===== src/common/cmac_mon_pkg.sv =====
package cmac_mon_pkg;

    localparam int cnt_width_default = 32;
    localparam int apb_addr_width    = 8;

    // Bit positions inside CTRL
    localparam int ctrl_clear_rx_bit = 0;
    localparam int ctrl_clear_tx_bit = 1;

    // Packet in progress or not
    typedef enum logic [0:0] {
        MON_IDLE = 1'b0,
        MON_BUSY = 1'b1
    } mon_state_e;

    // Register byte addresses
    typedef enum logic [apb_addr_width-1:0] {
        RX_PKT   = 8'h00,
        RX_LOST  = 8'h04,
        RX_BEATS = 8'h08,
        TX_PKT   = 8'h0C,
        TX_SIZE  = 8'h10,
        TX_BEATS = 8'h14,
        STATUS   = 8'h18,
        CTRL     = 8'h1C
    } stat_addr_e;

endpackage


===== src/common/mon_stats_if.sv =====
interface mon_stats_if
    import cmac_mon_pkg::*;
#(
    parameter int CNT_WIDTH = cnt_width_default
);

    logic [CNT_WIDTH-1:0] pkt_count;
    logic [CNT_WIDTH-1:0] aux_count;  // Lost beats on rx, last packet size on tx
    logic [CNT_WIDTH-1:0] beat_count;
    logic                 idle;
    logic                 clear;      // One-cycle pulse from the register block

    modport monitor (
        output pkt_count,
        output aux_count,
        output beat_count,
        output idle,
        input  clear
    );

    modport regs (
        input  pkt_count,
        input  aux_count,
        input  beat_count,
        input  idle,
        output clear
    );

endinterface


===== src/stream_monitor/recv_monitor.sv =====
module recv_monitor
    import cmac_mon_pkg::*;
#(
    parameter int CNT_WIDTH = cnt_width_default
)(
    input  logic         clk,
    input  logic         rst_n,
    input  logic         valid,
    input  logic         ready,
    input  logic         last,
    mon_stats_if.monitor stats
);

    mon_state_e           state;
    logic [CNT_WIDTH-1:0] pkt_count;
    logic [CNT_WIDTH-1:0] lost_count;
    logic [CNT_WIDTH-1:0] beat_count;

    logic accept;
    logic lost;

    assign accept = valid && ready;
    // MAC rx path cannot stall, so a refused beat is gone
    assign lost   = valid && !ready;

    always_ff @(posedge clk or negedge rst_n) begin
        if (!rst_n) begin
            pkt_count  <= '0;
            lost_count <= '0;
            beat_count <= '0;
        end else if (stats.clear) begin  // Clear wins over a beat
            pkt_count  <= '0;
            lost_count <= '0;
            beat_count <= '0;
        end else begin
            if (accept && last)
                pkt_count <= pkt_count + 1'b1;
            if (lost)
                lost_count <= lost_count + 1'b1;
            if (valid)
                beat_count <= beat_count + 1'b1;  // Every offered beat
        end
    end

    always_ff @(posedge clk or negedge rst_n) begin
        if (!rst_n) begin
            state <= MON_IDLE;
        end else if (stats.clear) begin
            state <= MON_IDLE;
        end else if (accept) begin
            state <= last ? MON_IDLE : MON_BUSY;
        end
    end

    assign stats.pkt_count  = pkt_count;
    assign stats.aux_count  = lost_count;
    assign stats.beat_count = beat_count;
    assign stats.idle       = (state == MON_IDLE);

endmodule


===== src/stream_monitor/send_monitor.sv =====
module send_monitor
    import cmac_mon_pkg::*;
#(
    parameter int CNT_WIDTH = cnt_width_default
)(
    input  logic         clk,
    input  logic         rst_n,
    input  logic         valid,
    input  logic         ready,
    input  logic         last,
    mon_stats_if.monitor stats
);

    mon_state_e           state;
    logic [CNT_WIDTH-1:0] pkt_count;
    logic [CNT_WIDTH-1:0] pkt_size;
    logic [CNT_WIDTH-1:0] beat_count;
    logic [CNT_WIDTH-1:0] run_count;  // Beats so far in the current packet

    logic accept;

    assign accept = valid && ready;

    always_ff @(posedge clk or negedge rst_n) begin
        if (!rst_n) begin
            pkt_count  <= '0;
            beat_count <= '0;
        end else if (stats.clear) begin
            pkt_count  <= '0;
            beat_count <= '0;
        end else if (accept) begin
            beat_count <= beat_count + 1'b1;
            if (last)
                pkt_count <= pkt_count + 1'b1;
        end
    end

    // Packet length tracking
    always_ff @(posedge clk or negedge rst_n) begin
        if (!rst_n) begin
            run_count <= '0;
            pkt_size  <= '0;
        end else if (stats.clear) begin
            run_count <= '0;
            pkt_size  <= '0;
        end else if (accept) begin
            if (last) begin
                pkt_size  <= run_count + 1'b1;  // Include the last beat itself
                run_count <= '0;
            end else begin
                run_count <= run_count + 1'b1;
            end
        end
    end

    always_ff @(posedge clk or negedge rst_n) begin
        if (!rst_n) begin
            state <= MON_IDLE;
        end else if (stats.clear) begin
            state <= MON_IDLE;
        end else if (accept) begin
            state <= last ? MON_IDLE : MON_BUSY;
        end
    end

    assign stats.pkt_count  = pkt_count;
    assign stats.aux_count  = pkt_size;
    assign stats.beat_count = beat_count;
    assign stats.idle       = (state == MON_IDLE);

endmodule


===== src/hw/stat_regs.sv =====
module stat_regs
    import cmac_mon_pkg::*;
#(
    parameter int CNT_WIDTH = cnt_width_default
)(
    input  logic                      clk,
    input  logic                      rst_n,
    input  logic                      psel,
    input  logic                      penable,
    input  logic                      pwrite,
    input  logic [apb_addr_width-1:0] paddr,
    input  logic [31:0]               pwdata,
    output logic [31:0]               prdata,
    output logic                      pready,
    output logic                      pslverr,
    mon_stats_if.regs                 rx,
    mon_stats_if.regs                 tx
);

    logic        access;
    logic        addr_hit;
    logic        ctrl_wr;
    logic [31:0] rdata;
    logic        clear_rx;
    logic        clear_tx;

    // Counters are zero-extended onto the 32-bit bus
    function automatic logic [31:0] zext(input logic [CNT_WIDTH-1:0] value);
        return 32'(value);
    endfunction

    assign access = psel && penable;
    assign pready = access;  // No wait states
    assign ctrl_wr = access && pwrite && (paddr == CTRL);

    // Read mux
    always_comb begin
        rdata    = '0;
        addr_hit = 1'b1;
        case (paddr)
            RX_PKT:   rdata = zext(rx.pkt_count);
            RX_LOST:  rdata = zext(rx.aux_count);
            RX_BEATS: rdata = zext(rx.beat_count);
            TX_PKT:   rdata = zext(tx.pkt_count);
            TX_SIZE:  rdata = zext(tx.aux_count);
            TX_BEATS: rdata = zext(tx.beat_count);
            STATUS: begin
                rdata[0] = rx.idle;
                rdata[1] = tx.idle;
            end
            CTRL:     rdata = '0;  // Write-only pulses
            default:  addr_hit = 1'b0;
        endcase
    end

    // Counter values are the ones before any beat on this edge
    assign prdata = (access && !pwrite) ? rdata : '0;

    // Unknown address, or a write anywhere but CTRL
    assign pslverr = access && (!addr_hit || (pwrite && (paddr != CTRL)));

    always_ff @(posedge clk or negedge rst_n) begin
        if (!rst_n) begin
            clear_rx <= 1'b0;
            clear_tx <= 1'b0;
        end else begin
            clear_rx <= ctrl_wr && pwdata[ctrl_clear_rx_bit];
            clear_tx <= ctrl_wr && pwdata[ctrl_clear_tx_bit];
        end
    end

    assign rx.clear = clear_rx;
    assign tx.clear = clear_tx;

endmodule


===== src/hw/cmac_stream_monitor.sv =====
module cmac_stream_monitor
    import cmac_mon_pkg::*;
#(
    parameter int CNT_WIDTH = cnt_width_default
)(
    input  logic                      clk,
    input  logic                      rst_n,

    // Receive stream, observed only
    input  logic                      rx_valid,
    input  logic                      rx_ready,
    input  logic                      rx_last,

    // Transmit stream, observed only
    input  logic                      tx_valid,
    input  logic                      tx_ready,
    input  logic                      tx_last,

    // APB slave
    input  logic                      psel,
    input  logic                      penable,
    input  logic                      pwrite,
    input  logic [apb_addr_width-1:0] paddr,
    input  logic [31:0]               pwdata,
    output logic [31:0]               prdata,
    output logic                      pready,
    output logic                      pslverr
);

    mon_stats_if #(.CNT_WIDTH(CNT_WIDTH)) rx_stats ();
    mon_stats_if #(.CNT_WIDTH(CNT_WIDTH)) tx_stats ();

    recv_monitor #(
        .CNT_WIDTH (CNT_WIDTH)
    ) recv_monitor_i (
        .clk   (clk     ),
        .rst_n (rst_n   ),
        .valid (rx_valid),
        .ready (rx_ready),
        .last  (rx_last ),
        .stats (rx_stats)
    );

    send_monitor #(
        .CNT_WIDTH (CNT_WIDTH)
    ) send_monitor_i (
        .clk   (clk     ),
        .rst_n (rst_n   ),
        .valid (tx_valid),
        .ready (tx_ready),
        .last  (tx_last ),
        .stats (tx_stats)
    );

    stat_regs #(
        .CNT_WIDTH (CNT_WIDTH)
    ) stat_regs_i (
        .clk     (clk     ),
        .rst_n   (rst_n   ),
        .psel    (psel    ),
        .penable (penable ),
        .pwrite  (pwrite  ),
        .paddr   (paddr   ),
        .pwdata  (pwdata  ),
        .prdata  (prdata  ),
        .pready  (pready  ),
        .pslverr (pslverr ),
        .rx      (rx_stats),
        .tx      (tx_stats)
    );

endmodule


===== config.mk =====
export PLATFORM = sky130hd
export DESIGN_NAME = cmac_stream_monitor
export DESIGN_NICKNAME = d
export VERILOG_FILES = /design/src/common/cmac_mon_pkg.sv /design/src/common/mon_stats_if.sv /design/src/stream_monitor/recv_monitor.sv /design/src/stream_monitor/send_monitor.sv /design/src/hw/stat_regs.sv /design/src/hw/cmac_stream_monitor.sv
export SDC_FILE = /design/constraint.sdc
export NUM_CORES = 1
export LEC_CHECK = 0
export ABC_AREA = 1
export BUFFER_PORTS_ARGS = -buffer_cell sky130_fd_sc_hd__buf_2
export CORE_MARGIN = 1.5
export CORE_UTILIZATION = 35
export CTS_BUF_LIST = sky130_fd_sc_hd__clkbuf_4
export DETAILED_ROUTE_END_ITERATION = 8
export MAX_ROUTING_LAYER = met4
export PLACE_DENSITY_LB_ADDON = 0.05
export SLEW_MARGIN = 5
export SYNTH_ARGS = -nofsm -noshare
export SYNTH_HDL_FRONTEND = slang
export SYNTH_SLANG_ARGS = --single-unit

===== constraint.sdc =====
create_clock -name clk -period 1.6 [get_ports clk]
set_input_delay 0.16 -clock clk [delete_from_list [all_inputs] [get_ports clk]]
set_output_delay 0.16 -clock clk [all_outputs]
set_load 0.05 [all_outputs]

==> results of run 1 <==
[registers in the layout, indices dropped and copies added (netlist names)]
register                         flops
recv_monitor_i.state                 1
send_monitor_i.stats.beat_count     32
recv_monitor_i.stats.aux_count      32
send_monitor_i.run_count            32
recv_monitor_i.stats.beat_count     32
stat_regs_i.rx.clear                 1
send_monitor_i.stats.pkt_count      32
recv_monitor_i.stats.pkt_count      32
send_monitor_i.state                 1
stat_regs_i.tx.clear                 1
send_monitor_i.stats.aux_count      32
[worst max path at each step]
| stage | cells after the start | start | slack (ns) | end |
|---|---|---|---|---|
| 3_5_place_dp | 12 | paddr[7] | -0.58 | prdata[1] |
| 4_1_cts | 7 | recv_monitor_i.stats.beat_count[0] | -0.57 | prdata[0] |
| 3_3_place_gp | 12 | paddr[7] | -0.59 | prdata[1] |
| 5_1_grt | 7 | recv_monitor_i.stats.beat_count[0] | -0.63 | prdata[0] |
| 2_1_floorplan | 8 | paddr[1] | -0.25 | prdata[0] |
| 6_report | 7 | recv_monitor_i.stats.beat_count[0] | -0.54 | prdata[0] |
[worst min-delay path, delay by kind of cell]
kind	cells	cell delay, ns
AOI/OAI and AO/OA	1	0.07
buffers and inverters	3	0.41
and+or+nand+nor	2	0.16
[metal layers]
| layer | track usage | vias up | share of wire |
|---|---|---|---|
| met5 | - | - | 0 |
| met4 | 0.1002 | 0 | 0.034 |
| met3 | 0.05304 | 120 | 0.053 |
| met2 | 0.4638 | 461 | 0.46 |
| met1 | 0.3973 | 8014 | 0.46 |
| li1 | - | 8168 | - |
[cell type report]
class                           count  area (µm²)  area share
Antenna cell                        3       7.507   0.0003399
Timing Repair Buffer              433        4000      0.1811
Tap cell                          539       674.4     0.03053
Inverter                          265        1007     0.04560
Clock buffer                       98       735.7     0.03331
Multi-Input combinational cell   1667        9684      0.4385
Clock inverter                     28       163.9    0.007421
Sequential cell                   228        5813      0.2632
[layout by cell type, fill, tap and decap left out, drive strengths merged, types with 4 or more instances in the layout]
| master | n |
|---|---|
| dfrtp | 228 |
| nor2 | 383 |
| xor2 | 12 |
| buf | 416 |
| inv | 266 |
| clkinv | 24 |
| a21o | 4 |
| a21oi | 65 |
| ha | 6 |
| nand2 | 583 |
| nor3 | 32 |
| nand4 | 83 |
| dlygate4sd3 | 14 |
| nand3b | 5 |
| clkbuf | 100 |
| o21ai | 95 |
| o21a | 33 |
| nand3 | 343 |
[through the flow]
stage	util	std cells
4_1_cts	0.4806	3183
3_5_place_dp	0.4147	2961
3_3_place_gp	0.4147	2961
5_1_grt	0.5242	3261
2_1_floorplan	-	2234
6_report	0.5242	3261
[power by group through the flow]
stage	sequential, W	combinational [W]	clock [W]
after floorplan	0.00655	0.000980	0
after global placement	0.00667	0.00204	0
final	0.00660	0.00354	0.00612
after global routing	0.00664	0.00382	0.00661
after detailed placement	0.00667	0.00206	0
after CTS	0.00654	0.00274	0.00633
[kinds of logic (layout without fill, tap and decap cells)]
family / after synthesis / count (layout) / synth area share
buffers and inverters: 340 / 824 / 0.09248
flip-flops: 228 / 228 / 0.3796
AO/OA/AOI/OAI: 208 / 208 / 0.07800
adder cells (fa/ha/maj): 6 / 6 / 0.004994
AND/OR/NAND/NOR: 1437 / 1438 / 0.4357
other: 0 / 3 / 0
XOR/XNOR: 15 / 15 / 0.009240
[what timing repair did]
item / CTS / global route
gates resized for setup: 316 / 331
endpoints found under the hold margin: 273 / 0
cloned: 1 / 3
pin swaps: 105 / 156
endpoints found under the setup margin: 58 / 207
hold buffers: 17 / 0
buffers inserted: 94 / 76
==> metrics.log, run 1 <==
INFO  metric ys.warnings.count = 0
INFO  metric cpLargestDelayFamily = buffers and inverters
INFO  metric final_design_area_no_fill = 0.02209 mm²
INFO  metric p_leak = 10.65 nW
INFO  metric switchingPower = 0.005313 W
INFO  metric grt_pass1_vias = 16030
INFO  metric core_area = 0.04213 mm²
INFO  metric synthesis.area_per_instance = 6.728 µm²
INFO  metric io_buffers = 54
INFO  metric ctsRootBufferMaster = clkbuf_4
INFO  metric max-vdd-ir-drop = 511.5 µV
INFO  metric post_drt_via_cell_ratio = 5.140
INFO  metric share_clk_of_total_power = 0.377
INFO  metric min_period = 2.145 ns
INFO  metric timing.critical_path.cells = buf_6, nand3_2, nand2_2, nor2_4, a21oi_2, buf_4, buf_12
INFO  metric layout.filler_cells = 4234
INFO  metric worstHoldEndpoint = send_monitor_i.run_count[14]
INFO  metric cts_made_buffers = 72
INFO  metric clk_path_buf_depth = 3
INFO  metric min_period_over_period = 1.341
INFO  metric wl_per_cell = 19.84 µm
INFO  metric cell_with_the_biggest_individual_delay_on_the_critical_path = dfrtp_1
INFO  metric route.detailed.drc = 0
INFO  metric grt_max_degree = 42
INFO  metric io_pins = 85
INFO  metric syn2layout_area_growth = 46.94%
INFO  metric syn-instance-count = 2234
INFO  metric power.density = 736.2 mW/mm²
INFO  metric crit_buf_inv = 3
INFO  metric die_h = 210.2 µm
INFO  metric timing.hold.worst.class = in2reg
INFO  metric initial_core_util = 0.3567
INFO  metric outcome = finished, violations left
INFO  metric synth_most_common_cell = nand2_1
INFO  metric maxSlewViolCount = 0
INFO  metric cts_sinks = 228
INFO  metric r2r_setup_slack = -0.08 ns
INFO  metric dieArea = 0.04420 mm²
INFO  metric fp.dieW = 210.2 µm
INFO  metric final_antenna_net_count = 0
INFO  metric synth_fp_nets = 2291
INFO  metric maxCapViolations = 0
INFO  metric crit_path_start_kind = register
INFO  metric drive_above_1_share = 0.3784
INFO  metric htreeDepth = 3
INFO  metric clock_latency = 0.82 ns
INFO  metric grt_pass1_wl = 96.81 mm
INFO  metric setup_slack = -0.5448 ns
INFO  metric setup_viol = 41
INFO  metric finalWeightedCongestion = 0.9636
INFO  metric edff_count_synth = 0
INFO  metric failed_checks = setup timing
INFO  metric globalRouteTotalUtil = 0.3001
INFO  metric yosys_most_used_dff = dfrtp_1
INFO  metric netlist_area = 0.01503 mm²
INFO  metric critical_path.reg2reg.startpoint = recv_monitor_i.stats.pkt_count[0]
INFO  metric whs_path_depth = 6
INFO  metric hpwlAfterDp = 47.13 mm
INFO  metric post_synth_top_area_share = 0.3796
INFO  metric grt-ovfl-total = 0
INFO  metric worstSetupEndpointType = primary output
INFO  metric reg2reg_depth = 11
INFO  metric switching_share = 0.3267
INFO  metric synth_top_cells_by_count = nand2_1 (562), nand3_1 (336), nor2_1 (321)
INFO  metric timing.hold.ws = 0.03858 ns
INFO  metric worstPathRequired = 1.44 ns
INFO  metric synthArstFlopShare = 1.000
INFO  metric sequentialPowerShare = 0.406
INFO  metric timing.slew.headroom = 0.6683
INFO  metric highest_clock_rate = 466.2 MHz
INFO  metric route.vias.total = 16760
INFO  metric rsz_0062_raised_after_global_routing = true
INFO  metric detail_route.iter0.violations = 1161
INFO  metric synth_cell_types = 48
INFO  metric crit_path_max_incr_delay = 0.39 ns
INFO  metric post-layout-total-power = 0.01626 W
INFO  metric finalWirelength = 64.71 mm
INFO  metric worstReg2RegEnd = recv_monitor_i.stats.pkt_count[22]
INFO  metric power_report.internal_total = 0.01095 W
INFO  metric critical_path.max_fanout = 2
INFO  metric tritoncts = built
INFO  metric std_cell_rows = 75
INFO  metric cp_data_arrival_time = 1.98 ns
INFO  metric p_comb_frac = 0.218
INFO  metric timing.hold.worst.start = tx_valid
INFO  metric final_hold_vio_count = 0
INFO  metric antenna_found_initial = 2
INFO  metric synth-seq-cells = 228
INFO  metric detailedRoute.firstPassIterationCount = 5
INFO  metric pre_cts_slack = -0.5824 ns
INFO  metric fin_worst_skew = 0.03931 ns
INFO  metric post-synth-top-area-cell = dfrtp_1
INFO  metric post_layout_nets = 2724
INFO  metric crit_type = reg2out
INFO  metric worstMarginPinSlew = 0.4975 ns
INFO  metric postPlaceCellArea = 0.01747 mm²
INFO  metric clk_pin_slew = 0.07 ns
INFO  metric synth_top_cells_by_area = dfrtp_1 (38%), nand2_1 (14%), nand3_1 (11%), nor2_1 (8.0%), inv_1 (6.4%)
INFO  metric totalNegativeSetupSlack = -13.36 ns
INFO  metric synth_sequential_area_ratio = 0.3796
(Power assumes the default switching activity.)
==> inputs of run 2 (changes only) <==
CORE_MARGIN = 2   (was 1.5)
==> run 2 against run 1 <==
Net effect: the flow still finishes with violations (setup timing); sequential cell count did not move; utilization shrank 1.1 points; via count up 0.54%; cell area down 2.2%; cell count down 0.71%; critical path depth down 3; clock power fell by 4.1%; routed wire length is 0.47% lower; sequential share of layout area grew 0.46 points; die area grew 0.95%; largest cell class unchanged.
==> metrics.log, run 2 (synthesis gave the netlist of run 1 again) <==
INFO  metric outcome = finished, violations left
INFO  metric failed_checks = setup timing
INFO  metric grt_max_degree = 68 (+62%)
INFO  metric crit_path_start_kind = register
INFO  metric drive_above_1_share = 0.3457 (-0.03274)
INFO  metric detail_route.iter0.violations = 1193 (+2.8%)
INFO  metric route.vias.total = 16850 (+0.54%)
INFO  metric final_antenna_net_count = 0 (unchanged)
INFO  metric crit_buf_inv = 1 (-2)
INFO  metric htreeDepth = 3 (unchanged)
INFO  metric clk_path_buf_depth = 3 (unchanged)
INFO  metric ctsRootBufferMaster = clkbuf_4
INFO  metric pre_cts_slack = -0.5184 ns (+0.06408 ns)
INFO  metric tritoncts = built
INFO  metric fp.dieW = 211.2 µm (+0.48%)
INFO  metric cell_with_the_biggest_individual_delay_on_the_critical_path = dfrtp_2
INFO  metric clock_latency = 0.82 ns (about the same)
INFO  metric layout.filler_cells = 4275 (+0.97%)
INFO  metric maxCapViolations = 0 (unchanged)
INFO  metric cpLargestDelayFamily = flip-flops
INFO  metric timing.hold.ws = 0.06633 ns (+0.02775 ns)
INFO  metric initial_core_util = 0.3567 (unchanged)
INFO  metric io_buffers = 54 (unchanged)
INFO  metric clk_pin_slew = 0.08 ns (about the same)
INFO  metric setup_viol = 68 (+66%)
INFO  metric p_leak = 10.39 nW (-2.4%)
INFO  metric setup_slack = -0.5588 ns (-0.01395 ns)
INFO  metric switching_share = 0.3284 (+0.001715)
INFO  metric min_period_over_period = 1.349 (+0.008718)
INFO  metric post_layout_nets = 2703 (-0.77%)
INFO  metric antenna_found_initial = 2 (unchanged)
INFO  metric share_clk_of_total_power = 0.368 (-0.009)
INFO  metric cp_data_arrival_time = 2.00 ns (+0.02 ns)
INFO  metric grt_pass1_wl = 96.01 mm (-0.83%)
INFO  metric power_report.internal_total = 0.01073 W (-2.0%)
INFO  metric die_h = 211.2 µm (+0.48%)
INFO  metric hpwlAfterDp = 46.68 mm (-0.97%)
INFO  metric switchingPower = 0.005249 W (-1.2%)
INFO  metric worstPathRequired = 1.44 ns (about the same)
INFO  metric most-common-layout-cells = nand2_1 (513), nor2_1 (265), buf_4 (256)
INFO  metric mostFrequentLayoutCell = nand2_1
INFO  metric route.detailed.drc = 0 (unchanged)
INFO  metric grt_pass1_vias = 15850 (-1.1%)
INFO  metric finalWeightedCongestion = 0.9867 (+2.4%)
INFO  metric sequentialPowerShare = 0.412 (+0.006)
INFO  metric detailedRoute.firstPassIterationCount = 5 (unchanged)
INFO  metric cts_made_buffers = 73 (+1.4%)
INFO  metric worstSetupEndpointType = primary output
INFO  metric dieArea = 0.04462 mm² (+0.95%)
INFO  metric min_period = 2.159 ns (+0.01395 ns)
INFO  metric maxSlewViolCount = 0 (unchanged)
INFO  metric globalRouteTotalUtil = 0.2973 (-0.002740)
INFO  metric timing.hold.worst.class = in2reg
INFO  metric fin_worst_skew = 0.04415 ns (+0.004840 ns)
INFO  metric syn2layout_area_growth = 43.75%
INFO  metric rsz_0062_raised_after_global_routing = true
INFO  metric post_drt_via_cell_ratio = 5.205 (+1.3%)
INFO  metric timing.slew.headroom = 0.6820 (+0.01366)
INFO  metric timing.critical_path.mode_cell = nand3_1
INFO  metric io_pins = 85 (unchanged)
INFO  metric worstMarginPinSlew = 0.4753 ns (-0.02225 ns)
INFO  metric critical_path.max_fanout = 5 (+3)
INFO  metric wl_per_cell = 19.89 µm (+0.24%)
INFO  metric crit_type = reg2out
INFO  metric cts_sinks = 228 (unchanged)
INFO  metric crit_path_max_incr_delay = 0.46 ns (+0.07 ns)
INFO  metric grt-ovfl-total = 0 (unchanged)
INFO  metric highest_clock_rate = 463.2 MHz (-0.65%)
INFO  metric p_comb_frac = 0.221 (+0.003)
INFO  metric std_cell_rows = 75 (unchanged)
INFO  metric finalWirelength = 64.41 mm (-0.47%)
INFO  metric core_area = 0.04213 mm² (unchanged)
INFO  metric power.density = 739.6 mW/mm² (+0.46%)
INFO  metric final_hold_vio_count = 0 (unchanged)
INFO  metric max-vdd-ir-drop = 399.5 µV (-22%)
INFO  metric timing.critical_path.cells = nand3_1, nand3_1, o21a_1, buf_4
[run 2: final cells by class]
type	count	area, µm²	share of cell area
multi-input combinational	1666	9409	0.4355
sequential	228	5787	0.2678
timing repair buffer	412	3864	0.1788
inverter	265	1007	0.04662
clock buffer	104	780.7	0.03613
tap	539	674.4	0.03121
clock inverter	18	70.07	0.003243
antenna	6	15.01	0.0006949
[run 2: timing repair]
action,in CTS,in global routing
hold buffers,16,0
endpoints found under the hold margin,265,0
resized for setup,270,295
gates cloned,2,0
endpoints found under the setup margin,76,179
pin swaps,96,139
setup buffers,96,57
[run 2: final timing paths]
path	depth (start not counted)	from	slack, ns	to
max in group asynchronous	4	rst_n	0.71	recv_monitor_i.stats.aux_count[15]
hold reg to reg	2	send_monitor_i.stats.aux_count[22]	0.48	send_monitor_i.stats.aux_count[22]
setup / recovery	4	send_monitor_i.stats.pkt_count[29]	-0.56	prdata[29]
setup reg to reg	11	send_monitor_i.stats.pkt_count[3]	-0.14	send_monitor_i.stats.pkt_count[31]
min in group asynchronous	4	rst_n	0.55	recv_monitor_i.stats.beat_count[22]
hold / removal	7	tx_valid	0.07	send_monitor_i.stats.pkt_count[5]
[run 2: through the flow]
stage	instance area [µm²]	setup TNS, ns	cells	total power, W	utilization
CTS	20180	-23.93	3182	0.01563	0.4790
global placement	17510	-14.27	2956	0.008857	0.4156
global route	21600	-23.25	3235	0.01683	0.5126
detailed placement	17510	-14.38	2956	0.008875	0.4156
finish	21610	-15.88	3238	0.01598	0.5128
floorplan	15030	-0.5046	2234	0.007527	-
[run 2: worst register-to-register path: stages, from the launching register on]
cell,delay (ns)
dfrtp_2,0.46
buf_6,0.13
buf_6,0.09
buf_6,0.11
nand2_4,0.06
nor2_4,0.13
nand2_4,0.09
nor3_4,0.23
buf_4,0.16
nand4_1,0.07
nand2_1,0.07
nor2_1,0.04
[run 2: power groups by stage]
stage / sequential [W] / clock, W / combinational [W]
global route: 0.00660 / 0.00641 / 0.00382
floorplan: 0.00655 / 0 / 0.000980
detailed placement: 0.00672 / 0 / 0.00216
finish: 0.00658 / 0.00587 / 0.00353
CTS: 0.00652 / 0.00607 / 0.00304
global placement: 0.00672 / 0 / 0.00213
[run 2: per-layer routing]
metal	wire length, µm	track usage	vias to the layer above
li1	-	-	8135
met1	29310	0.4069	8108
met2	28560	0.4410	464
met3	3730	0.04624	147
met4	2802	0.1170	0
met5	0	-	-
